`config.mk`:
```
export PLATFORM = sky130hd
export DESIGN_NAME = rv_fetch_top
export DESIGN_NICKNAME = d
export VERILOG_FILES = /design/src/design/rv_isa_pkg.sv /design/src/design/rv_fetch_pkg.sv /design/src/design/rv_fetch_buf.sv /design/src/design/rv_fetch.sv /design/src/design/rv_ibus_port.sv /design/src/design/rv_fetch_top.sv
export SDC_FILE = /design/constraint.sdc
export NUM_CORES = 1
export LEC_CHECK = 0
export BUFFER_PORTS_ARGS = -buffer_cell sky130_fd_sc_hd__buf_4
export CORE_MARGIN = 2
export CORE_UTILIZATION = 59
export DETAILED_ROUTE_END_ITERATION = 16
export HOLD_SLACK_MARGIN = 0.05
export PLACE_DENSITY_LB_ADDON = 0.1
export RECOVER_POWER = 25
export SLEW_MARGIN = 10
export SYNTH_ARGS = -nofsm -noshare
export SYNTH_HDL_FRONTEND = slang
export SYNTH_HIERARCHICAL = 1
export SYNTH_SLANG_ARGS = --single-unit
export TNS_END_PERCENT = 50
```
`constraint.sdc`:
```
create_clock -name i_clk -period 6 [get_ports i_clk]
set_input_delay 0.6 -clock i_clk [delete_from_list [all_inputs] [get_ports i_clk]]
set_output_delay 0.6 -clock i_clk [all_outputs]
set_load 0.005 [all_outputs]
```
`src/design/rv_isa_pkg.sv`:
```
`default_nettype none

package rv_isa_pkg;

    // data and instruction width
    localparam int XLEN = 32;

    // width of one compressed parcel
    localparam int HLEN = 16;

    typedef logic [HLEN-1:0] half_t;
    typedef logic [XLEN-1:0] word_t;

    // low opcode bits 11 mark a 32-bit instruction, anything else is compressed
    localparam logic [1:0] OPC_FULL = 2'b11;

    // true when the parcel opens a 32-bit instruction
    function automatic logic is_full(half_t parcel);
        return (parcel[1:0] == OPC_FULL);
    endfunction

endpackage

`default_nettype wire

```
`src/design/rv_fetch_pkg.sv`:
```
`default_nettype none

package rv_fetch_pkg;

    // memory port carries word addresses, byte bits 1:0 are implied zero
    localparam int WADDR_BITS = rv_isa_pkg::XLEN - 2;

    // read request to the instruction memory
    typedef struct packed {
        logic                  valid;
        logic [WADDR_BITS-1:0] addr;
    } mem_req_t;

    // one complete instruction for decode
    typedef struct packed {
        rv_isa_pkg::word_t           instr;
        logic [rv_isa_pkg::XLEN-1:0] pc;
        logic [rv_isa_pkg::XLEN-1:0] pc_next;
        // 16-bit encoding, zero-extended into instr
        logic                        compressed;
    } fetch_out_t;

endpackage

`default_nettype wire

```
`src/design/rv_fetch_buf.sv`:
```
`timescale 1ns/1ps
`default_nettype none

module rv_fetch_buf
#(
    parameter type entry_t    = rv_isa_pkg::half_t,
    parameter int  IADDR_BITS = 16,
    parameter int  DEPTH_BITS = 2
)
(
    input  wire                             i_clk,
    input  wire                             i_reset,
    input  wire                             i_flush,
    input  wire  [IADDR_BITS-1:1]           i_pc,
    input  wire  entry_t                    i_data_lo,
    input  wire  entry_t                    i_data_hi,
    input  wire                             i_push_single,
    input  wire                             i_push_double,
    input  wire                             i_pop,
    output rv_fetch_pkg::fetch_out_t        o_out,
    output logic                            o_not_empty,
    output logic                            o_not_full
);

    localparam int DEPTH = 1 << DEPTH_BITS;
    // halfword entries may hold compressed code, word entries one instruction each
    localparam bit HALF_ENTRIES = ($bits(entry_t) == rv_isa_pkg::HLEN);

    entry_t                 mem [DEPTH];
    logic [DEPTH_BITS-1:0]  rd_ptr;
    logic [DEPTH_BITS-1:0]  rd_ptr_inc;
    logic [DEPTH_BITS-1:0]  wr_ptr;
    logic [DEPTH_BITS-1:0]  wr_ptr_inc;
    logic [DEPTH_BITS:0]    count;
    logic [IADDR_BITS-1:1]  head_pc;
    logic [IADDR_BITS-1:1]  head_pc_next;
    rv_isa_pkg::word_t      head_word;
    rv_isa_pkg::word_t      second_word;
    logic                   two_entries;
    logic                   len4;
    logic [1:0]             push_n;
    logic [1:0]             pop_n;
    logic                   pop;

    assign rd_ptr_inc  = rd_ptr + 1'b1;
    assign wr_ptr_inc  = wr_ptr + 1'b1;
    assign head_word   = rv_isa_pkg::word_t'(mem[rd_ptr]);
    assign second_word = rv_isa_pkg::word_t'(mem[rd_ptr_inc]);

    // length of the head instruction in entries
    assign two_entries = HALF_ENTRIES &&
                         rv_isa_pkg::is_full(head_word[rv_isa_pkg::HLEN-1:0]);
    assign len4        = !HALF_ENTRIES || two_entries;
    assign pop_n       = two_entries ? 2'd2 : 2'd1;

    // only a whole instruction counts as available
    assign o_not_empty = (count != '0) && (count >= (DEPTH_BITS+1)'(pop_n));
    // room for a double push
    assign o_not_full  = (count <= (DEPTH_BITS+1)'(DEPTH - 2));

    assign pop    = i_pop & o_not_empty;
    assign push_n = i_push_double ? 2'd2 : {1'b0, i_push_single};

    assign head_pc_next = head_pc + (len4 ? (IADDR_BITS-1)'(2) : (IADDR_BITS-1)'(1));

    always_comb
    begin
        // a compressed parcel is already zero-extended in head_word
        o_out.instr      = two_entries ?
                           {second_word[rv_isa_pkg::HLEN-1:0], head_word[rv_isa_pkg::HLEN-1:0]} :
                           head_word;
        o_out.pc         = rv_isa_pkg::word_t'({head_pc, 1'b0});
        o_out.pc_next    = rv_isa_pkg::word_t'({head_pc_next, 1'b0});
        o_out.compressed = !len4;
    end

    always_ff @(posedge i_clk)
    begin
        if (i_reset || i_flush)
        begin
            rd_ptr  <= '0;
            wr_ptr  <= '0;
            count   <= '0;
            // restart the head at the new fetch address
            head_pc <= i_pc;
        end
        else
        begin
            if (pop)
            begin
                rd_ptr  <= rd_ptr + DEPTH_BITS'(pop_n);
                head_pc <= head_pc_next;
            end
            wr_ptr <= wr_ptr + DEPTH_BITS'(push_n);
            count  <= count + (DEPTH_BITS+1)'(push_n) -
                      (pop ? (DEPTH_BITS+1)'(pop_n) : '0);
        end
    end

    always_ff @(posedge i_clk)
    begin
        if (i_push_double)
        begin
            mem[wr_ptr]     <= i_data_lo;
            mem[wr_ptr_inc] <= i_data_hi;
        end
        else if (i_push_single)
        begin
            // single parcel is the upper half of the word
            mem[wr_ptr] <= i_data_hi;
        end
    end

endmodule

`default_nettype wire

```
`src/design/rv_fetch.sv`:
```
`timescale 1ns/1ps
`default_nettype none

module rv_fetch
#(
    parameter logic [31:0] RESET_ADDR     = 32'h0000_0000,
    parameter int          IADDR_BITS     = 16,
    parameter int          BUF_DEPTH_BITS = 2,
    parameter bit          EXT_C          = 1'b1
)
(
    input  wire                          i_clk,
    input  wire                          i_reset,
    input  wire                          i_stall,
    input  wire                          i_pc_select,
    input  wire  [IADDR_BITS-1:1]        i_pc_target,
    input  wire                          i_ebreak,
    input  wire  [IADDR_BITS-1:1]        i_pc_trap,
    input  wire                          i_ack,
    input  wire  rv_isa_pkg::word_t      i_instruction,
    output logic                         o_cyc,
    output logic [IADDR_BITS-1:1]        o_addr,
    output logic                         o_pc_change,
    output rv_fetch_pkg::fetch_out_t     o_fetch,
    output logic                         o_ready
);

    logic [IADDR_BITS-1:1]  pc;
    logic [IADDR_BITS-1:1]  pc_next;
    logic [IADDR_BITS-1:1]  pc_incr;
    logic                   change_pc;
    logic                   move_pc;
    logic                   half_align;
    logic                   push_next;
    logic                   push_single;
    logic                   push_double;
    rv_isa_pkg::word_t      instr_q;
    logic                   buf_pop;
    logic                   not_empty;
    logic                   not_full;

    assign change_pc  = i_ebreak | i_pc_select;
    assign move_pc    = i_ack & not_full;
    assign half_align = pc[1] & EXT_C;
    // from an odd halfword only the upper parcel of the word is left
    assign pc_incr    = half_align ? (IADDR_BITS-1)'(1) : (IADDR_BITS-1)'(2);

    // trap wins over branch target
    always_comb
    begin
        if (i_reset)
            pc_next = RESET_ADDR[IADDR_BITS-1:1];
        else if (i_ebreak)
            pc_next = i_pc_trap;
        else if (i_pc_select)
            pc_next = i_pc_target;
        else
            pc_next = pc + pc_incr;
    end

    always_ff @(posedge i_clk)
    begin
        if (i_reset || change_pc || move_pc)
            pc <= pc_next;
    end

    // data arriving with a redirect belongs to the old path
    assign push_next = move_pc & ~change_pc;

    always_ff @(posedge i_clk)
    begin
        if (i_reset)
        begin
            push_single <= 1'b0;
            push_double <= 1'b0;
        end
        else
        begin
            push_single <= push_next & (half_align | !EXT_C);
            push_double <= push_next & EXT_C & !half_align;
        end
    end

    always_ff @(posedge i_clk)
    begin
        if (push_next)
            instr_q <= i_instruction;
    end

    assign buf_pop = ~i_stall & not_empty;

    generate
        if (EXT_C)
        begin : g_half
            rv_fetch_buf
            #(
                .entry_t        (rv_isa_pkg::half_t),
                .IADDR_BITS     (IADDR_BITS),
                .DEPTH_BITS     (BUF_DEPTH_BITS)
            )
            u_buf
            (
                .i_clk          (i_clk),
                .i_reset        (i_reset),
                .i_flush        (change_pc),
                .i_pc           (pc_next),
                .i_data_lo      (instr_q[15:0]),
                .i_data_hi      (instr_q[31:16]),
                .i_push_single  (push_single),
                .i_push_double  (push_double),
                .i_pop          (buf_pop),
                .o_out          (o_fetch),
                .o_not_empty    (not_empty),
                .o_not_full     (not_full)
            );
        end
        else
        begin : g_word
            // one entry per word, only single pushes occur
            rv_fetch_buf
            #(
                .entry_t        (rv_isa_pkg::word_t),
                .IADDR_BITS     (IADDR_BITS),
                .DEPTH_BITS     (BUF_DEPTH_BITS)
            )
            u_buf
            (
                .i_clk          (i_clk),
                .i_reset        (i_reset),
                .i_flush        (change_pc),
                .i_pc           (pc_next),
                .i_data_lo      (instr_q),
                .i_data_hi      (instr_q),
                .i_push_single  (push_single),
                .i_push_double  (push_double),
                .i_pop          (buf_pop),
                .o_out          (o_fetch),
                .o_not_empty    (not_empty),
                .o_not_full     (not_full)
            );
        end
    endgenerate

    assign o_pc_change = change_pc;
    // keep requesting while the buffer has room
    assign o_cyc       = not_full;
    assign o_addr      = pc;
    assign o_ready     = not_empty;

endmodule

`default_nettype wire

```
`src/design/rv_ibus_port.sv`:
```
`timescale 1ns/1ps
`default_nettype none

module rv_ibus_port
#(
    parameter int IADDR_BITS = 16
)
(
    input  wire                          i_clk,
    input  wire                          i_reset,
    input  wire                          i_cyc,
    input  wire  [IADDR_BITS-1:1]        i_addr,
    input  wire                          i_flush,
    input  wire  rv_isa_pkg::word_t      i_mem_rdata,
    output rv_fetch_pkg::mem_req_t       o_mem_req,
    output logic                         o_ack,
    output rv_isa_pkg::word_t            o_data
);

    logic               pending;
    logic               cancel;
    logic               req_valid;
    rv_isa_pkg::word_t  byte_addr;

    // a single read in flight at any time
    assign req_valid = i_cyc & ~pending;
    assign byte_addr = rv_isa_pkg::word_t'({i_addr, 1'b0});

    always_comb
    begin
        o_mem_req.valid = req_valid;
        o_mem_req.addr  = byte_addr[rv_isa_pkg::XLEN-1:2];
    end

    always_ff @(posedge i_clk)
    begin
        if (i_reset)
        begin
            // port stays busy through reset, so no request goes out
            pending <= 1'b1;
            cancel  <= 1'b1;
        end
        else
        begin
            pending <= req_valid;
            // request issued in a redirect cycle used the old PC
            cancel  <= req_valid & i_flush;
        end
    end

    // memory answers one cycle after the request
    assign o_ack  = pending & ~cancel & ~i_flush;
    assign o_data = i_mem_rdata;

endmodule

`default_nettype wire

```
`src/design/rv_fetch_top.sv`:
```
`timescale 1ns/1ps
`default_nettype none

module rv_fetch_top
#(
    parameter logic [31:0] RESET_ADDR     = 32'h0000_0000,
    parameter int          IADDR_BITS     = 16,
    parameter int          BUF_DEPTH_BITS = 2,
    parameter bit          EXT_C          = 1'b1
)
(
    input  wire                          i_clk,
    input  wire                          i_reset,
    output rv_fetch_pkg::mem_req_t       o_mem_req,
    input  wire  rv_isa_pkg::word_t      i_mem_rdata,
    input  wire                          i_stall,
    input  wire                          i_pc_select,
    input  wire  [IADDR_BITS-1:1]        i_pc_target,
    input  wire                          i_ebreak,
    input  wire  [IADDR_BITS-1:1]        i_pc_trap,
    output rv_fetch_pkg::fetch_out_t     o_fetch,
    output logic                         o_ready,
    output logic                         o_pc_change
);

    logic                   cyc;
    logic [IADDR_BITS-1:1]  addr;
    logic                   ack;
    rv_isa_pkg::word_t      data;

    rv_fetch
    #(
        .RESET_ADDR     (RESET_ADDR),
        .IADDR_BITS     (IADDR_BITS),
        .BUF_DEPTH_BITS (BUF_DEPTH_BITS),
        .EXT_C          (EXT_C)
    )
    u_fetch
    (
        .i_clk          (i_clk),
        .i_reset        (i_reset),
        .i_stall        (i_stall),
        .i_pc_select    (i_pc_select),
        .i_pc_target    (i_pc_target),
        .i_ebreak       (i_ebreak),
        .i_pc_trap      (i_pc_trap),
        .i_ack          (ack),
        .i_instruction  (data),
        .o_cyc          (cyc),
        .o_addr         (addr),
        .o_pc_change    (o_pc_change),
        .o_fetch        (o_fetch),
        .o_ready        (o_ready)
    );

    // a redirect drops the read in flight
    rv_ibus_port
    #(
        .IADDR_BITS     (IADDR_BITS)
    )
    u_ibus
    (
        .i_clk          (i_clk),
        .i_reset        (i_reset),
        .i_cyc          (cyc),
        .i_addr         (addr),
        .i_flush        (o_pc_change),
        .i_mem_rdata    (i_mem_rdata),
        .o_mem_req      (o_mem_req),
        .o_ack          (ack),
        .o_data         (data)
    );

endmodule

`default_nettype wire

```
==> impl_results.md <==
- Destination of the worst register-to-register timing path: u_fetch/g_half.u_buf/count[2]$_SDFF_PP0_
- Total setup violations reported at the end of the flow: 0
- Count of unique library cells instantiated by Yosys: 60
- Kind of end point of the critical path: output pin
- First-pass DRT Iterations: 5
- Die Ht: 121 um
- Slew at the pin closest to its max-slew limit: 1.19 ns
- Clk pin slew, worst setup/hold paths: 0.06 ns
- GP Congestion: 0.894
- Critical Path Start Type: register
- Max VDD drop: 190 uV
- Post-CTS setup buffer count: 0
- Max capacitance violation total: 0
- Number of H-tree branching levels: 4
- Leakage power: 0.00359 uW
- Ys Warns: 6
- Critical-path maximum fanout: 18
- Non-Filler Instances: 890
- Total half-perimeter wirelength after legalization and detailed placement: 12,400 um
- Launch point of the worst hold path: i_mem_rdata[14]
- Die W: 121 um
- Remaining global-route overflow: 0
- Critical path type: reg -> out
- Post-route cell area: 9350 um2
- Share of layout cells above drive strength 1: 41.9%
- Number of inserted diodes: 0
- Most common library cell in the layout ignoring fill and taps: sky130_fd_sc_hd__edfxtp_1
- Worst slew margin relative to its limit: 20.6%
- Nets: 782
- Number of primary I/O pins: 197
- Via count of the routed design: 5,094
- Final Total Pwr: 2410 uW
- Portion of the clock cycle consumed by the worst path in the final layout: 73.1%
- Async S/R FF share, synth: 0%
- Row Count: 42
- Worst endpoint required time: 5.40 ns
- Yosys top cell by area: sky130_fd_sc_hd__edfxtp_1
- Sequential Area: 4040 um2
- Via count of the first global-routing pass: 5,056
- Final critical delay including setup and external delays: 4.39 ns
- Top FF cell, synth: sky130_fd_sc_hd__edfxtp_1
- Total Die Area: 14,600 um2
- Number of instances in the synthesized netlist: 604
- Syn avg cell area: 13.3 um2
- Power density relative to cell area: 258 nW/um2
- Final max-slew violation count: 0
- Antenna violations before repair: 0
- Top cells by area, synth: sky130_fd_sc_hd__edfxtp_1 (47%), sky130_fd_sc_hd__mux2_2 (10%), sky130_fd_sc_hd__buf_4 (9.1%)
- Count of flip-flops with a built-in enable after synthesis: 126
- Final antenna-violating net count: 0
- Number of stages on the worst hold path: 1
- Total instance count after detailed placement: 858
- DRT Wirelength: 18,100 um
- Final hold violation count: 0
- Clock buffer depth: 2
- Area of the multi-input gates: 3280 um2
- Sink count of the clock tree: 139
- Synthesized flop and latch total: 139
- Wire length per cell after detailed routing: 20.3 um
- Number of cells traversed by the worst register-to-register path: 15
- First-pass GRT wire length: 27,200 um
- Register area share after synthesis: 50.3%
- Resized Gates After CTS: 0
- Post-route setup TNS: 0 ns
- Cell area after synthesis: 8050 um2
- Setup repair after global routing missed its margin: no
- Data arrival time of the critical path: 3.79 ns
- Fin Clk Skew: 0.00633 ns
- Setup slack, reg-to-reg: 1.66 ns
- Maximum frequency from static timing analysis: 228 MHz
- Buffers on Ports: 146
- Hold-fix buffers at CTS: 0
- Core region area: 13,300 um2
- Number of CTS-inserted buffers: 17
- Effective utilization at floorplan: 60.5%
- Initial detailed-routing violation count: 347
- Most frequent cells in the layout: sky130_fd_sc_hd__edfxtp_1 (126), sky130_fd_sc_hd__buf_4 (100), sky130_fd_sc_hd__mux2_2 (72)
- Worst hold path type: in -> reg
- Via density per instance: 5.72
- Area after DPL: 8750 um2
- TritonCTS clock tree: built
- Destination of the worst hold path: u_fetch/instr_q[14]$_DFFE_PP_
- Root buffer selected by CTS: sky130_fd_sc_hd__clkbuf_16
- Run status: complete, no violations
- Clock latency on the worst-skew pair: 0.42 ns
- Fill cells: 932
- Pin count of the biggest net entering global routing: 33
- Layout overhead on the synthesized area: 16.2%
- DRC violations left: 0
- Portion of synthesized cell area occupied by the leading cell type: 47.0%
- Global-route usage over all layers: 25.1%
## metal layers
metal  vias up  global-route usage [%]  wire (um)
met5         -                       0          0
met4         0                    10.5        461
met3        39                    5.28       1170
met2       231                    43.5       9270
met1      2526                    30.6       7170
li1       2298                       -          -
## synthesized netlist by cell type (4+ instances only)
master,number
sky130_fd_sc_hd__xnor2_1,20
sky130_fd_sc_hd__mux2_2,72
sky130_fd_sc_hd__nor4_2,4
sky130_fd_sc_hd__and3_1,18
sky130_fd_sc_hd__o22ai_1,5
sky130_fd_sc_hd__nor2_1,23
sky130_fd_sc_hd__mux4_2,29
sky130_fd_sc_hd__o21ai_0,7
sky130_fd_sc_hd__buf_2,10
sky130_fd_sc_hd__nand2_1,36
sky130_fd_sc_hd__dfxtp_1,13
sky130_fd_sc_hd__edfxtp_1,126
sky130_fd_sc_hd__nor3_1,4
sky130_fd_sc_hd__mux2i_1,6
sky130_fd_sc_hd__ha_1,11
sky130_fd_sc_hd__inv_1,17
sky130_fd_sc_hd__xor2_1,8
sky130_fd_sc_hd__buf_4,98
sky130_fd_sc_hd__a21oi_1,11
sky130_fd_sc_hd__a211oi_1,4
sky130_fd_sc_hd__nand4_1,5
sky130_fd_sc_hd__clkbuf_1,10
sky130_fd_sc_hd__nand3_1,6
## cell families (layout without fill, tap and decap cells)
family                   after synthesis  after routing  synth area share [%]
flip-flops                           139            139                  50.3
buffers and inverters                139            201                  11.3
other                                  2             50                0.0933
multiplexers                         110            110                  19.9
XOR/XNOR                              28             28                  3.05
AND/OR/NAND/NOR                      125            125                  8.69
adder cells (fa/ha/maj)               14             14                  2.46
AO/OA/AOI/OAI                         47             47                  4.21
## flip-flops by register name, summed over array words and instances (netlist names), 2 cells and up, named ones only
register and count:
u_fetch/g_half.u_buf/mem 64, u_fetch/o_addr 15, u_fetch/g_half.u_buf/wr_ptr 2, u_fetch/g_half.u_buf/head_pc 15, u_fetch/g_half.u_buf/rd_ptr 2, u_fetch/g_half.u_buf/count 3
u_fetch/instr_q 32
## critical path, stage by stage (launching register included)
cell                      delay, ns
sky130_fd_sc_hd__dfxtp_1       0.89
sky130_fd_sc_hd__mux4_2        0.61
sky130_fd_sc_hd__nand2_4       0.21
sky130_fd_sc_hd__ha_1          0.20
sky130_fd_sc_hd__inv_1         0.06
sky130_fd_sc_hd__fa_1          0.42
sky130_fd_sc_hd__nor2_1        0.38
sky130_fd_sc_hd__and3_1        0.23
sky130_fd_sc_hd__xor2_1        0.20
sky130_fd_sc_hd__buf_4         0.14
## how the worst max path moves through the flow
| stage | from | to | slack (ns) | cells after the start |
|---|---|---|---|---|
| 2_1_floorplan | register | u_fetch/g_half.u_buf/count[2]$_SDFF_PP0_ | 2.41 | 16 |
| 3_3_place_gp | register | u_fetch/g_half.u_buf/count[2]$_SDFF_PP0_ | 1.83 | 15 |
| 3_5_place_dp | register | u_fetch/g_half.u_buf/count[2]$_SDFF_PP0_ | 1.69 | 15 |
| 4_1_cts | register | o_fetch[10] | 1.62 | 9 |
| 5_1_grt | register | u_fetch/g_half.u_buf/count[2]$_SDFF_PP0_ | 1.42 | 15 |
| 6_report | register | o_fetch[10] | 1.61 | 9 |
## report_power, final
group	switching, uW	total (uW)	internal (uW)	leakage, uW
clock network	406	1100	699	0.000298
registers	33.0	1110	1080	0.00131
logic	89.3	191	102	0.00199
total	528	2410	1880	0.00359
## metrics by stage
step	setup WS, ns	util (%)	hold WS, ns
2_1_floorplan	2.41	-	0.513
3_3_place_gp	1.83	65.8	0.553
3_5_place_dp	1.69	65.8	0.566
4_1_cts	1.62	70.5	0.338
5_1_grt	1.42	70.3	0.363
6_report	1.61	70.3	0.371
## final cells by class
class | count | share of cell area [%]
flip-flops and latches | 139 | 43.2
repair buffers | 151 | 11.9
clock inverters | 13 | 2.06
multi-input cells | 374 | 35.1
inverters | 18 | 0.723
clock buffers | 19 | 4.63
well taps | 176 | 2.36
(Power assumes the default switching activity.)
